<file path="src/common/actPkg.sv">
// Activation fetch package
// Counter widths, APB register map and the structs passed between
// the loop, address and buffer stages
package actPkg;

    localparam int RowCntW  = 5;    // Column and row counters
    localparam int BlkCntW  = 4;
    localparam int FrmCntW  = 4;
    localparam int PatCntW  = 4;
    localparam int GrpCntW  = 4;
    localparam int ActAddrW = 9;    // 512 buffer words

    // ==============================
    // Register map
    // ==============================
    localparam logic [11:0] RegCtrl      = 12'h000;   // Bit 0 start
    localparam logic [11:0] RegStatus    = 12'h004;   // Bit 0 busy, bit 1 done
    localparam logic [11:0] RegGeom      = 12'h008;
    localparam logic [11:0] RegLoop      = 12'h00C;
    localparam logic [11:0] RegPatStride = 12'h010;
    localparam logic [11:0] BufBase      = 12'h800;   // One word per 4 bytes

    // Field positions in RegGeom and RegLoop
    localparam int GeomBlkLsb   = 8;
    localparam int GeomFrmLsb   = 16;
    localparam int LoopGrpLsb   = 8;
    localparam int LoopOrderBit = 16;

    // All counts hold the real value minus one
    typedef struct packed {
        logic [RowCntW-1:0]  lenRow;
        logic [BlkCntW-1:0]  numBlk;
        logic [FrmCntW-1:0]  numFrm;
        logic [PatCntW-1:0]  numPat;
        logic [GrpCntW-1:0]  numFtrGrp;
        logic                patchFirst;
        logic [ActAddrW-1:0] patStride;
    } loopCfg_t;

    typedef struct packed {
        logic firstRow;
        logic lastRow;
        logic valCol;
        logic valPsum;
        logic lastBlk;
        logic evenFrm;
        logic lastLay;
    } actFlags_t;

    typedef struct packed {
        logic [RowCntW-1:0] col;
        logic [RowCntW-1:0] row;
        logic [BlkCntW-1:0] blk;
        logic [FrmCntW-1:0] frm;
        logic [PatCntW-1:0] pat;
        logic [GrpCntW-1:0] grp;
        actFlags_t          flags;
    } actIdx_t;

    typedef struct packed {
        logic [ActAddrW-1:0] addr;
        logic [PatCntW-1:0]  pat;
        logic [GrpCntW-1:0]  grp;
        actFlags_t           flags;
    } actAddr_t;

endpackage

</file>
<file path="src/verilog/actCfgRegs.sv">
// APB register block of the activation fetch engine
// Holds the loop geometry, issues the start pulse, keeps the sticky
// done bit and forwards buffer window writes while the engine is idle
`timescale 1ns/1ps

module actCfgRegs #(
    parameter int ActWidth = 16
) (
    input  logic                        clk,
    input  logic                        rst_n,
    input  logic                        psel,
    input  logic                        penable,
    input  logic                        pwrite,
    input  logic [11:0]                 paddr,
    input  logic [31:0]                 pwdata,
    output logic [31:0]                 prdata,
    output actPkg::loopCfg_t            cfg,
    output logic                        start,
    input  logic                        busy,
    input  logic                        layerDone,
    output logic                        bufWr,
    output logic [actPkg::ActAddrW-1:0] bufWrAddr,
    output logic [ActWidth-1:0]         bufWrData
);

    logic wrAccess;
    logic running;      // From start until layerDone
    logic done;
    logic idle;

    assign wrAccess = psel && penable && pwrite;
    assign idle     = !running && !busy;   // Nothing left in the pipe

    // ==============================
    // Config registers and start
    // ==============================
    always_ff @(posedge clk or negedge rst_n) begin
        if (!rst_n) begin
            cfg   <= '0;
            start <= 1'b0;
        end else begin
            start <= wrAccess && (paddr == actPkg::RegCtrl) && pwdata[0] && idle;
            if (wrAccess) begin
                case (paddr)
                    actPkg::RegGeom: begin
                        cfg.lenRow <= pwdata[0 +: actPkg::RowCntW];
                        cfg.numBlk <= pwdata[actPkg::GeomBlkLsb +: actPkg::BlkCntW];
                        cfg.numFrm <= pwdata[actPkg::GeomFrmLsb +: actPkg::FrmCntW];
                    end
                    actPkg::RegLoop: begin
                        cfg.numPat     <= pwdata[0 +: actPkg::PatCntW];
                        cfg.numFtrGrp  <= pwdata[actPkg::LoopGrpLsb +: actPkg::GrpCntW];
                        cfg.patchFirst <= pwdata[actPkg::LoopOrderBit];
                    end
                    actPkg::RegPatStride: cfg.patStride <= pwdata[0 +: actPkg::ActAddrW];
                    default: ;
                endcase
            end
        end
    end

    // Status, done stays set until the next start
    always_ff @(posedge clk or negedge rst_n) begin
        if (!rst_n) begin
            running <= 1'b0;
            done    <= 1'b0;
        end else if (start) begin
            running <= 1'b1;
            done    <= 1'b0;
        end else if (layerDone) begin
            running <= 1'b0;
            done    <= 1'b1;
        end
    end

    // Read mux
    always_comb begin
        prdata = '0;
        case (paddr)
            actPkg::RegStatus: begin
                prdata[0] = running;
                prdata[1] = done;
            end
            actPkg::RegGeom: begin
                prdata[0 +: actPkg::RowCntW]                 = cfg.lenRow;
                prdata[actPkg::GeomBlkLsb +: actPkg::BlkCntW] = cfg.numBlk;
                prdata[actPkg::GeomFrmLsb +: actPkg::FrmCntW] = cfg.numFrm;
            end
            actPkg::RegLoop: begin
                prdata[0 +: actPkg::PatCntW]                  = cfg.numPat;
                prdata[actPkg::LoopGrpLsb +: actPkg::GrpCntW] = cfg.numFtrGrp;
                prdata[actPkg::LoopOrderBit]                  = cfg.patchFirst;
            end
            actPkg::RegPatStride: prdata[0 +: actPkg::ActAddrW] = cfg.patStride;
            default: ;
        endcase
    end

    // Buffer window, word address from byte address
    assign bufWr     = wrAccess && (paddr >= actPkg::BufBase) && idle;
    assign bufWrAddr = paddr[2 +: actPkg::ActAddrW];
    assign bufWrData = pwdata[ActWidth-1:0];

endmodule

</file>
<file path="config.mk">
export PLATFORM = sky130hd
export DESIGN_NAME = actCfgRegs
export DESIGN_NICKNAME = d
export VERILOG_FILES = /design/src/common/actPkg.sv /design/src/verilog/actCfgRegs.sv
export SDC_FILE = /design/constraint.sdc
export NUM_CORES = 1
export LEC_CHECK = 0
export ABC_AREA = 1
export BUFFER_PORTS_ARGS = -buffer_cell sky130_fd_sc_hd__buf_2
export CAP_MARGIN = 0
export CORE_MARGIN = 2
export CORE_UTILIZATION = 46
export DETAILED_ROUTE_END_ITERATION = 8
export PLACE_DENSITY = 0.87
export SLEW_MARGIN = 20
export SYNTH_ARGS = -nofsm -noshare
export SYNTH_HDL_FRONTEND = slang
export SYNTH_SLANG_ARGS = --single-unit
</file>
<file path="constraint.sdc">
create_clock -name clk -period 1.86 [get_ports clk]
set_clock_uncertainty 0.2 [all_clocks]
set_input_delay 0 -clock clk [delete_from_list [all_inputs] [get_ports clk]]
set_output_delay 0 -clock clk [all_outputs]
set_load 0.05 [all_outputs]
</file>
After elaboration in Yosys (flattened, before gate mapping)
Index checks and enable logic that the tools add are counted.

cells by class
  order comparisons = 1
  equal/unequal tests = 4
  muxes and demuxes = 12
  reductions and logical operators = 15

operator list
  kind                    number
  $eq A12 B4 Y1 const B   2
  $eq A12 B3 Y1 const B   1
  $eq A12 B5 Y1 const B   1
  $ge A12 B12 Y1 const B  1
  $logic_not A12 Y1       1
  $logic_and A1 B1 Y1     8
  $pmux W2 S4             1
  $mux W3                 2
  $pmux W2 S3             1
  $pmux W3 S2             1
  $reduce_and A2 Y1       3
  $mux W1                 4
  $pmux W1 S2             2
  $pmux W1 S3             1
  $logic_not A1 Y1        2
  $reduce_bool A2 Y1      1

word-level totals
  flip-flop bits (word level) = 34
  output and inout port bits = 90
  logic and storage cells = 42

Logic depth before layout (Yosys ltp)
  depth in word-level cells = 5
  mapped depth = 8
  gate-level depth less buffers = 8

Worst setup path before layout
No wires, ideal clock.

  path type = register to output
  start point = reg cfg[21] (netlist bit)
  end point = out prdata[19]
  arrival time = 1.387 ns
  required time = 1.660 ns
  setup slack = 0.273 ns
  stages on the path, launching flop included = 3
  path buffers = 0
  cell sequence = dfrtp_1 > inv_1 > nor2_1

between the ends
  cells in the longest elaborated chain, start to end = 1

RTL lines
  what                line              source
  start: declaration  actCfgRegs.sv:17  output actPkg::loopCfg_t cfg,
  $mux W3             actCfgRegs.sv:79  case (paddr)
  end: declaration    actCfgRegs.sv:16  output logic [31:0] prdata,

Every way passes these cells.

Final worst setup path
  start point = reg running
  end point = reg start

between the ends
  cells in the longest elaborated chain, start to end = 3

RTL lines
  what                      line              source
  start: declaration        actCfgRegs.sv:27  logic running;
  start signal: assignment  actCfgRegs.sv:65  running <= 1'b0;
  start signal: assignment  actCfgRegs.sv:68  running <= 1'b1;
  start signal: assignment  actCfgRegs.sv:71  running <= 1'b0;
  $logic_not A1 Y1          actCfgRegs.sv:32  assign idle = !running && !busy;
  $logic_and A1 B1 Y1       actCfgRegs.sv:32
  $logic_and A1 B1 Y1       actCfgRegs.sv:42  start <= wrAccess && (paddr == actPkg::RegCtrl) && pwdata[0] && idle;
  end signal: assignment    actCfgRegs.sv:42
  end: declaration          actCfgRegs.sv:18  output logic start,

Every way passes these cells.
A chain may end at the register's enable or synchronous reset.

==> impl_metrics.env <==
export IMPL_antenna_violations_before_repair=0
export IMPL_grt_util_met3=0.0375
export IMPL_synth_top_area_share=0.394
export IMPL_post_place_cells=380
export IMPL_final_setup_tns_ps=0
export IMPL_tritoncts_num_buffers=5
export IMPL_core_area_sq_um=4440
export IMPL_setup_violations=0
export IMPL_post_synth_main_area_contributors="dfrtp_1 39%, buf_4 15%, o21ai_2 11%, nand2_1 8.0%, nand3_1 6.0%"
export IMPL_detail_route_vias_per_cell=4.65
export IMPL_timing_critical_path_to_type="register"
export IMPL_static_leakage_uw=0.00157
export IMPL_postLayoutSetupSlackWorst_ps=161
export IMPL_synth_top_cells_by_count="46 x nand2_1, 42 x buf_4, 34 x dfrtp_1"
export IMPL_num_rows=24
export IMPL_layout_area_overhead_vs_synth_pct=28.6
export IMPL_hp_start="paddr[3]"
export IMPL_synth_edff_count=0
export IMPL_synth_most_common_cell="nand2_1"
export IMPL_outcome="finished, final reports clean"
export IMPL_tritoncts_num_sinks=34
export IMPL_synthFlopType="dfrtp_1"
export IMPL_clk_root_buffer_cell="clkbuf_8"
export IMPL_htree_levels=2
export IMPL_post_synth_num_cell_types=20
export IMPL_nets=411
export IMPL_clock_tree_buffer_depth=2
export IMPL_drt_iter0_drc=112
export IMPL_worstSkewPairLatency_ps=280
export IMPL_syn_area_sq_um=2160
export IMPL_holdPathStages=4
export IMPL_slew_viol_final=0
export IMPL_worst_r2r_setup_slack_ps=160
export IMPL_wire_length_of_the_first_global_routing_pass_mm=8.30
export IMPL_antenna_violating_nets_post_route=0
export IMPL_timing_setup_critical_path_class="reg -> reg"
export IMPL_floorplan_initialDensity=0.486
export IMPL_filler_cell_count=391
export IMPL_pin_count_of_the_biggest_net_entering_global_routing=35
export IMPL_flops_latches_synth=34
export IMPL_yosysWarningCount=0
export IMPL_die_w_microns=72.6
export IMPL_quantity_of_gates_resized_following_cts=0
export IMPL_reg2reg_from="running$_DFFE_PN0P_"
export IMPL_cts_tree="yes"
export IMPL_final_period_minus_worst_setup_slack_ps=1700
export IMPL_io_pin_count=141
export IMPL_yosys_area_top_type="dfrtp_1"
export IMPL_synth_async_sr_flop_share=1.00
export IMPL_worst_slew_margin_rel=0.492
export IMPL_drc_errors=0
export IMPL_setup_repair_after_global_routing_missed_its_margin="no"
export IMPL_maxClockFrequency_mhz=589
export IMPL_all_layer_global_routing_usage=0.204
export IMPL_synth_avg_cell_area_sq_um=8.51
export IMPL_arrival_ps=1720
export IMPL_layout_cell_area_non_filler_sq_um=2780
export IMPL_min_delay_worst_endpoint="cfg[5]$_DFFE_PN0P_"
export IMPL_gp_routability_congestion=0.756
export IMPL_detailedPlacementHpwl_mm=3.62
export IMPL_globalRouteOverflowTotal=0
export IMPL_crit_slowest_cell="dlygate4sd3_1"
export IMPL_io_buffers=104
export IMPL_worst_path_largest_cell_delay_ps=600
export IMPL_critical_path_startpoint_type="register"
export IMPL_layout_drive_gt1_share=0.444
export IMPL_dpl_instance_area_sq_um=2450
export IMPL_yosysSeqAreaShare=0.394
export IMPL_netlist_instances=254
export IMPL_wl_per_cell_microns=12.7
export IMPL_die_y_microns=72.6
export IMPL_timing_hold_worst_class="in -> reg"
export IMPL_grt_use_met2=0.359
export IMPL_tightest_slew_ps=762
export IMPL_diodes=0
export IMPL_clock_slew_at_reported_path_ffs_ps=70
export IMPL_cp_cell_sequence="nor3_1 -> dlygate4sd3_1 -> nand2_1 -> nor2_1"
export IMPL_ir_worst_vdd_mv=0.338
export IMPL_die_area_sq_um=5260
export IMPL_hold_viol=0
export IMPL_routed_via_count=1916
export IMPL_fin_crit_sh=0.914
export IMPL_drv_max_cap_violation_count=0
export IMPL_path_max_fanout=3
export IMPL_detail_route_first_pass_iterations=4
export IMPL_final_cells=412
export IMPL_finalWirelength_mm=5.24
export IMPL_grt_pass1_vias=1782
export IMPL_post_place_ws_ps=229
export IMPL_pwr_density_cell_nw_per_um2=577
export IMPL_crit_required_ps=1880
export IMPL_r2r_end="start$_DFF_PN0_"
export IMPL_fraction_of_met1_tracks_used_by_global_routing=0.253
export IMPL_gr_max_usage_layer="met2"
export IMPL_ff2ff_path_depth=4
## area by class of cell
type / count / area [sq um] / area share
flip-flops and latches: 34 / 851 / 0.306
repair buffers: 131 / 786 / 0.283
clock buffers: 7 / 76.3 / 0.0275
well taps: 52 / 65.1 / 0.0234
inverters: 32 / 120 / 0.0432
multi-input cells: 156 / 882 / 0.317
## worst max-delay path: cells and delay by family (launching register included)
family | cells | cell delay [ps]
buffers and inverters | 1 | 600
flip-flops | 1 | 420
AND/OR/NAND/NOR | 3 | 420
## where the power goes
part / leakage (uW) / internal [uW] / switching (uW) / total, uW
clock: 0.0000383 / 258 / 259 / 517
sequential: 0.000470 / 740 / 0.692 / 741
combinational: 0.00106 / 84.9 / 261 / 346
## through the flow
step                power (uW)  utilization  hold WS, ps
finish                    1600        0.626         69.4
global route              1670        0.626          113
CTS                       1610        0.626         74.8
detailed placement        1050        0.552         -200
global placement          1040        0.552         -200
floorplan                 1040            -         -496
## layout by cell type, fill, tap and decap left out, types with 10 or more instances in the layout
cell / count
nand2_2: 10
nand3_1: 26
inv_1: 30
dfrtp_1: 34
nand2_1: 46
dlygate4sd3_1: 25
conb_1: 16
nor2_1: 13
buf_2: 104
o21ai_2: 26
## metal layers
| layer | wire length [microns] | part of all wire |
|---|---|---|
| met1 | 2190 | 0.42 |
| met2 | 2710 | 0.52 |
| met3 | 264 | 0.050 |
| met4 | 68 | 0.013 |
| met5 | 0 | 0 |
## timing repair
item                                    4_1_cts  5_1_grt
endpoints found under the setup margin        0        0
buffers inserted                              0        0
hold endpoints to repair                     72        0
hold buffers                                 25        0
## registers in the layout, summed over array words and instances, names as in the netlist
register and flops:
start 1, cfg 31, running 1, done 1
## logic make-up after synthesis
group	share of synthesized area
DFF	0.394
and+or+nand+nor	0.260
AOI/OAI and AO/OA	0.120
buffers and inverters	0.225
other	0.00173
## how the worst max path moves through the flow
stage / start / end / slack, ps / cells past startpoint
2_1_floorplan: cfg[21]$_DFFE_PN0P_ / prdata[19] / 270 / 2
3_3_place_gp: paddr[7] / cfg[24]$_DFFE_PN0P_ / 260 / 7
3_5_place_dp: paddr[7] / cfg[18]$_DFFE_PN0P_ / 230 / 7
4_1_cts: running$_DFFE_PN0P_ / start$_DFF_PN0_ / 240 / 4
5_1_grt: running$_DFFE_PN0P_ / start$_DFF_PN0_ / 20 / 4
6_report: running$_DFFE_PN0P_ / start$_DFF_PN0_ / 160 / 4
(Power assumes the default switching activity.)
