===== src/common/actPkg.sv =====
// Activation fetch package
// Counter widths, APB register map and the structs passed between
// the loop, address and buffer stages
package actPkg;

    localparam int RowCntW  = 5;    // Column and row counters
    localparam int BlkCntW  = 4;
    localparam int FrmCntW  = 4;
    localparam int PatCntW  = 4;
    localparam int GrpCntW  = 4;
    localparam int ActAddrW = 9;    // 512 buffer words

    // ==============================
    // Register map
    // ==============================
    localparam logic [11:0] RegCtrl      = 12'h000;   // Bit 0 start
    localparam logic [11:0] RegStatus    = 12'h004;   // Bit 0 busy, bit 1 done
    localparam logic [11:0] RegGeom      = 12'h008;
    localparam logic [11:0] RegLoop      = 12'h00C;
    localparam logic [11:0] RegPatStride = 12'h010;
    localparam logic [11:0] BufBase      = 12'h800;   // One word per 4 bytes

    // Field positions in RegGeom and RegLoop
    localparam int GeomBlkLsb   = 8;
    localparam int GeomFrmLsb   = 16;
    localparam int LoopGrpLsb   = 8;
    localparam int LoopOrderBit = 16;

    // All counts hold the real value minus one
    typedef struct packed {
        logic [RowCntW-1:0]  lenRow;
        logic [BlkCntW-1:0]  numBlk;
        logic [FrmCntW-1:0]  numFrm;
        logic [PatCntW-1:0]  numPat;
        logic [GrpCntW-1:0]  numFtrGrp;
        logic                patchFirst;
        logic [ActAddrW-1:0] patStride;
    } loopCfg_t;

    typedef struct packed {
        logic firstRow;
        logic lastRow;
        logic valCol;
        logic valPsum;
        logic lastBlk;
        logic evenFrm;
        logic lastLay;
    } actFlags_t;

    typedef struct packed {
        logic [RowCntW-1:0] col;
        logic [RowCntW-1:0] row;
        logic [BlkCntW-1:0] blk;
        logic [FrmCntW-1:0] frm;
        logic [PatCntW-1:0] pat;
        logic [GrpCntW-1:0] grp;
        actFlags_t          flags;
    } actIdx_t;

    typedef struct packed {
        logic [ActAddrW-1:0] addr;
        logic [PatCntW-1:0]  pat;
        logic [GrpCntW-1:0]  grp;
        actFlags_t           flags;
    } actAddr_t;

endpackage


===== src/common/actStreamIf.sv =====
// Valid/ready stream between pipeline stages
// The payload type is set per instance, an item moves on a clock
// edge where valid and ready are both high
`timescale 1ns/1ps

interface actStreamIf #(
    parameter type PayloadT = logic
) ();

    logic    valid;
    logic    ready;
    PayloadT payload;

    // Sender side
    modport src (
        output valid,
        output payload,
        input  ready
    );

    // Receiver side
    modport snk (
        input  valid,
        input  payload,
        output ready
    );

endinterface


===== src/actCtrl/actLoopCtrl.sv =====
// Activation loop controller
// Walks column, row, block and frame loops, then the patch and
// filter-group loops in the order chosen by patchFirst. Each
// accepted step issues the next index item with its loop flags
`timescale 1ns/1ps

module actLoopCtrl (
    input  logic             clk,
    input  logic             rst_n,
    input  logic             start,
    input  actPkg::loopCfg_t cfg,
    output logic             busy,
    actStreamIf.src          idxOut
);

    logic [actPkg::RowCntW-1:0] col;
    logic [actPkg::RowCntW-1:0] row;
    logic [actPkg::BlkCntW-1:0] blk;
    logic [actPkg::FrmCntW-1:0] frm;
    logic [actPkg::PatCntW-1:0] pat;
    logic [actPkg::GrpCntW-1:0] grp;
    logic                       running;
    logic                       step;
    logic                       lastRowItem;
    logic                       lastBlkItem;
    logic                       lastFrmItem;
    logic                       lastPatItem;
    logic                       lastPat;
    logic                       lastGrp;
    logic                       lastLay;
    actPkg::actIdx_t            item;

    assign step = idxOut.valid && idxOut.ready;

    // ==============================
    // Loop end detection
    // ==============================
    assign lastRowItem = col == cfg.lenRow;
    assign lastBlkItem = lastRowItem && (row == cfg.lenRow);  // Square block
    assign lastFrmItem = lastBlkItem && (blk == cfg.numBlk);
    assign lastPatItem = lastFrmItem && (frm == cfg.numFrm);
    assign lastPat     = pat == cfg.numPat;
    assign lastGrp     = grp == cfg.numFtrGrp;
    assign lastLay     = lastPatItem && lastPat && lastGrp;   // Same in both orders

    // ==============================
    // Counters
    // ==============================
    always_ff @(posedge clk or negedge rst_n) begin
        if (!rst_n) begin
            running <= 1'b0;
            col     <= '0;
            row     <= '0;
            blk     <= '0;
            frm     <= '0;
            pat     <= '0;
            grp     <= '0;
        end else if (start) begin
            running <= 1'b1;
            col     <= '0;
            row     <= '0;
            blk     <= '0;
            frm     <= '0;
            pat     <= '0;
            grp     <= '0;
        end else if (step) begin
            if (lastLay) begin
                running <= 1'b0;
            end
            col <= lastRowItem ? '0 : col + 1'b1;
            if (lastRowItem) begin
                row <= lastBlkItem ? '0 : row + 1'b1;
            end
            if (lastBlkItem) begin
                blk <= lastFrmItem ? '0 : blk + 1'b1;
            end
            if (lastFrmItem) begin
                frm <= lastPatItem ? '0 : frm + 1'b1;
            end
            // Patch done, the inner of the two outer loops moves
            if (lastPatItem) begin
                if (cfg.patchFirst) begin
                    pat <= lastPat ? '0 : pat + 1'b1;
                    if (lastPat) begin
                        grp <= lastGrp ? '0 : grp + 1'b1;
                    end
                end else begin
                    grp <= lastGrp ? '0 : grp + 1'b1;
                    if (lastGrp) begin
                        pat <= lastPat ? '0 : pat + 1'b1;
                    end
                end
            end
        end
    end

    // Item built straight from the counters
    always_comb begin
        item.col            = col;
        item.row            = row;
        item.blk            = blk;
        item.frm            = frm;
        item.pat            = pat;
        item.grp            = grp;
        item.flags.firstRow = col == '0;
        item.flags.lastRow  = lastRowItem;
        item.flags.valCol   = col >= 2;    // First two columns only prime the PE
        item.flags.valPsum  = row >= 2;
        item.flags.lastBlk  = lastBlkItem;
        item.flags.evenFrm  = !frm[0];
        item.flags.lastLay  = lastLay;
    end

    assign idxOut.valid   = running;
    assign idxOut.payload = item;
    assign busy           = running;

    // Held item must not change under back-pressure
    stableUnderStall: assert property (@(posedge clk) disable iff (!rst_n)
        idxOut.valid && !idxOut.ready |=> idxOut.valid && $stable(idxOut.payload));

endmodule


===== src/flat_wrapper.sv =====
// flat-port wrapper written by rule: the top's interface ports become plain ports
module actLoopCtrl_flat 
  (clk, rst_n, start, cfg, busy, idxOut_valid, idxOut_payload, idxOut_ready);
  actStreamIf idxOut_i ();
  input  logic clk;
  input  logic rst_n;
  input  logic start;
  input  actPkg::loopCfg_t cfg;
  output logic busy;
  output wire logic [$bits(idxOut_i.valid)-1:0] idxOut_valid;
  output wire logic [$bits(idxOut_i.payload)-1:0] idxOut_payload;
  input wire logic [$bits(idxOut_i.ready)-1:0] idxOut_ready;
  assign idxOut_valid = idxOut_i.valid;
  assign idxOut_payload = idxOut_i.payload;
  assign idxOut_i.ready = idxOut_ready;
  actLoopCtrl u_core (.clk(clk), .rst_n(rst_n), .start(start), .cfg(cfg), .busy(busy), .idxOut(idxOut_i));
endmodule

===== config.mk =====
export PLATFORM = sky130hd
export DESIGN_NAME = actLoopCtrl_flat
export DESIGN_NICKNAME = d
export VERILOG_FILES = /design/src/common/actPkg.sv /design/src/common/actStreamIf.sv /design/src/actCtrl/actLoopCtrl.sv /design/src/flat_wrapper.sv
export SDC_FILE = /design/constraint.sdc
export NUM_CORES = 1
export LEC_CHECK = 0
export BUFFER_PORTS_ARGS = -buffer_cell sky130_fd_sc_hd__buf_4
export CORE_UTILIZATION = 55
export DETAILED_ROUTE_END_ITERATION = 10
export PLACE_DENSITY = 0.84
export SYNTH_ARGS = -nofsm -noshare
export SYNTH_HDL_FRONTEND = slang
export SYNTH_SLANG_ARGS = --single-unit

===== constraint.sdc =====
create_clock -name clk -period 2.4 [get_ports clk]
set_input_delay 0.12 -clock clk [delete_from_list [all_inputs] [get_ports clk]]
set_output_delay 0.12 -clock clk [all_outputs]
set_load 0.1 [all_outputs]

* Word-level counts from Yosys, hierarchy flattened *
Index checks and enable logic that the tools add are counted.

storage, ports and cells
  flip-flop bits (word level) = 27
  input bits = 35
  output and inout bits = 3

operators by class
  add/subtract/negate cells = 6
  eq/ne operators = 7
  multiplexer cells = 30
  reductions and logical operators = 19

operators by type and width
  operator               number
  $mux W4                20
  $mux W5                7
  $add A4 B1 Y4 const B  4
  $eq A4 B4 Y1           4
  $reduce_bool A2 Y1     6
  $add A5 B1 Y5 const B  2
  $eq A5 B5 Y1           2
  $reduce_and A2 Y1      4
  $logic_and A1 B1 Y1    6
  $reduce_and A3 Y1      2
  $mux W1                3
  $ne A3 B2 Y1 const B   1
  $reduce_bool A3 Y1     1

* Logic depth before layout (Yosys ltp) *
  word-level depth = 9
  gate-level depth with buffers = 7
  mapped depth without buffers = 5

* Least setup slack after synthesis *
No wires, ideal clock.

  path type = flip-flop to output port
  start = register u_core.row[3] (netlist bit)
  end = output idxOut_payload
  arrival = 3518 ps
  data required time = 2280 ps
  path slack = -1238 ps
  cell stages (with the launch flop) = 7
  path buffers = 2
  cells stage by stage = dfrtp_1 > xor2_1 > nor4_2 > nand4_2 > buf_6 > clkbuf_1 > nor3_1

on the way
  longest elaborated chain between the ends = 6

ends and longest elaborated chain
  item                               line                source
  start: declaration                 actLoopCtrl.sv:17   logic [actPkg::RowCntW-1:0] row;
  start signal: assignment           actLoopCtrl.sv:72   row <= lastBlkItem ? '0 : row + 1'b1;
  $eq A5 B5 Y1                       actLoopCtrl.sv:39   assign lastBlkItem = lastRowItem && (row == cfg.lenRow);
  $logic_and A1 B1 Y1                actLoopCtrl.sv:39
  $logic_and A1 B1 Y1                actLoopCtrl.sv:40   assign lastFrmItem = lastBlkItem && (blk == cfg.numBlk);
  $logic_and A1 B1 Y1                actLoopCtrl.sv:41   assign lastPatItem = lastFrmItem && (frm == cfg.numFrm);
  $logic_and A1 B1 Y1 (2 in series)  actLoopCtrl.sv:44   assign lastLay = lastPatItem && lastPat && lastGrp;
  end: declaration                   flat_wrapper.sv:11  output wire logic [$bits(idxOut_i.payload)-1:0] idxOut_payload;

Every way passes these cells.

* Worst setup path after layout *
  start = register u_core.col[0] (netlist bit)
  end = output idxOut_payload

on the way
  longest elaborated chain between the ends = 6

ends and longest elaborated chain
  item                               line               source
  start: declaration                 actLoopCtrl.sv:16  logic [actPkg::RowCntW-1:0] col;
  start signal: assignment           actLoopCtrl.sv:70  col <= lastRowItem ? '0 : col + 1'b1;
  $eq A5 B5 Y1                       actLoopCtrl.sv:38  assign lastRowItem = col == cfg.lenRow;
  $logic_and A1 B1 Y1                actLoopCtrl.sv:39
  $logic_and A1 B1 Y1                actLoopCtrl.sv:40
  $logic_and A1 B1 Y1                actLoopCtrl.sv:41
  $logic_and A1 B1 Y1 (2 in series)  actLoopCtrl.sv:44

Every way passes these cells.

==> results.ini <==
[routing]
dr.pass1.iters=4
wl_um=3840
drt-vias-per-instance=6.01
dr.first_iter.drc_count=62
routed-via-count=1629
wl_per_cell_um=14.2
postRouteAntennaNets=0
remaining_drc_errors=0

[job]
maxCapViolations=0

[sta]
hold_violations=0
final-setup-viol-count=0
finClkSkew_ns=0.00391
tns_ns=0
layout_min_cycle_time_ns=2.27
max_freq_ghz=0.441
final_max_slew_viol_count=0
whs_ns=0.0990
fin_crit_sh_pct=94.5
rsz0062_at_grt=no
relSlewSlack_pct=68.1
worstMarginPinSlew_ns=0.475

[synthesis]
yosys_warnings=0
synth_cell_type_count=47
syn-mean-instance-area_um2=9.80
syn_nets=238
netlist_area_um2=1930
syn_inst=197
synth-seq-cells=27
ys_seq_area_share_pct=35.0

[global_route]
grt_pass1_wl_um=6490
grt_usage_pct=23.2
grt_max_degree=28
grt-ovfl-total=0
grt_pass1_vias=1475
antenna_found_initial=0

[floorplan]
coreArea_um2=3340
fp.dieH_um=61.2
fp-row-count=21
die_area_um2=3750
start_util_pct=57.9
io_pins=38
dieWidth_um=61.2

[cells_and_area]
design_area_um2=2210
most-common-layout-cells=31 x buf_4, 27 x dfrtp_1, 24 x xor2_1, 21 x a21oi_1, 10 x o21ai_1
drive_gt1_share_pct=21.8
area_delta_synth_final_pct=14.7
fin_nets=267
antenna_cells=0
final_common_cell=buf_4

[placed_design]
dpl_cell_area_um2=2150
place.gp.congestion=0.802
portBuffers=28
hpwl_um=2840

[clock_network]
cts_tree=yes
clockBufferDepth=2
root_buffer=clkbuf_4
clock_latency_ns=0.32
cts-buffers-inserted=3
clk_pin_slew_ns=0.14
cts_sinks=27
htreeDepth=1

[critical_path]
critPathRequiredTime_ns=2.28
cp-end-kind=output port
crit_fanout=19
max_stage_delay_ns=0.47
reg2regPathDepth=6
worst_setup_path_start_kind=flop
critical_path.startpoint=u_core.col[0]
crit-reg2reg-launch=u_core.col[0]
r2r_end=u_core.frm[3]
cp-endpoint=idxOut_payload
cp_cell_sequence=xor2_1, nor3_4, nand4_2, buf_6, nor3_4, buf_12
cp_common_cell=nor3_4
arrival_ns=2.15
path_class=flop to output port
reg2reg_slack_ns=0.26
crit_slowest_cell=dfrtp_1

[power_and_ir_drop]
ir_worst_vdd_mv=0.233
powerDensity_nw_per_um2=355
leakage_nw=0.950

[status]
outcome=finished, final reports clean

[min_path]
hold_class=primary input to flop

## critical path, delay by kind of cell, from the launching register on
family,cells,cell delay [ns]
simple gates,3,0.74
flops,1,0.47
buf+inv,2,0.42
xor+xnor,1,0.19
## cells in the mapped netlist (all sizes together)
master / instances / area share, %
o311a: 1 / 0.52
o21ai: 13 / 3.4
nor3: 8 / 3.2
a41oi: 1 / 0.45
xnor2: 4 / 1.8
nor3b: 1 / 0.39
and3: 1 / 0.32
and2: 2 / 0.71
nand4: 3 / 1.3
or2b: 1 / 0.45
a41o: 1 / 0.52
a211oi: 1 / 0.39
and2b: 2 / 0.91
nand3: 9 / 2.3
inv: 8 / 1.6
a32o: 2 / 1.0
buf: 3 / 2.0
clkbuf: 7 / 2.4
or4: 8 / 3.1
nor2b: 1 / 0.32
o31ai: 3 / 1.2
ha: 6 / 3.9
a211o: 1 / 0.45
nand2: 9 / 1.7
nand4b: 3 / 1.4
nor2: 5 / 0.97
nand3b: 1 / 0.58
o311ai: 2 / 0.91
dfrtp: 27 / 35
a21oi: 21 / 5.4
or4b: 2 / 1.0
or3: 4 / 1.3
a21boi: 2 / 0.78
o211ai: 1 / 1.1
o2111ai: 2 / 0.91
o41ai: 3 / 1.4
nor4: 4 / 4.0
xor2: 24 / 11
## per-layer routing
metal	track usage, %	wire [um]	vias up
met5	0	0	-
met1	31.6	1790	791
li1	-	-	797
met3	2.52	107	7
met2	38.2	1880	34
met4	8.44	63	0
## logic make-up after synthesis
logic type      count (synthesis)  synth area share [%]
xor+xnor                       28                  12.7
compound gates                 54                  18.4
fa+ha+maj                       6                  3.89
simple gates                   64                  24.0
buf+inv                        18                  5.96
flops                          27                  35.0
## stage by stage
stage | util [%] | total power [mW] | cells | setup slack (ns)
after floorplan | - | 0.543 | 197 | 0.00527
after global placement | 64.6 | 0.592 | 265 | 0.326
after detailed placement | 64.6 | 0.596 | 265 | 0.281
after CTS | 65.7 | 0.798 | 270 | 0.0214
after global routing | 66.4 | 0.827 | 271 | 0.0172
final | 66.4 | 0.785 | 271 | 0.132
## power breakdown
group	switching [mW]	leakage [nW]	internal (mW)
Sequential	0.00413	0.371	0.458
Combinational	0.0720	0.564	0.0537
Clock	0.133	0.0150	0.0651
## state kept, by name, indices dropped and copies added, names as in the netlist
register and flops:
u_core.col 5, u_core.row 5, u_core.blk 4, u_core.frm 4, u_core.grp 4, u_core.pat 4, u_core.busy 1
## cell type report
| cell class | count | area, um^2 |
|---|---|---|
| Fill cell | 276 | 1120 |
| Multi-Input combinational cell | 152 | 1150 |
| Tap cell | 46 | 57.6 |
| Inverter | 8 | 30.0 |
| Clock buffer | 4 | 26.3 |
| Timing Repair Buffer | 34 | 274 |
| Sequential cell | 27 | 676 |
## how the worst min path moves through the flow
stage | start | to | slack [ns] | cells after the start
2_1_floorplan | rst_n | u_core.blk[0] | -0.18 | 0
3_3_place_gp | rst_n | u_core.blk[3] | 0.06 | 1
3_5_place_dp | rst_n | u_core.blk[3] | 0.06 | 1
4_1_cts | idxOut_ready | u_core.busy | 0.09 | 4
5_1_grt | idxOut_ready | u_core.busy | 0.11 | 4
6_report | idxOut_ready | u_core.busy | 0.1 | 4
## timing repair
item,CTS,global route
hold buffers,1,0
endpoints found under the setup margin,0,1
resized for setup,0,4
endpoints found under the hold margin,27,0
setup buffers,0,1
Power figures use the tool's default switching activity.
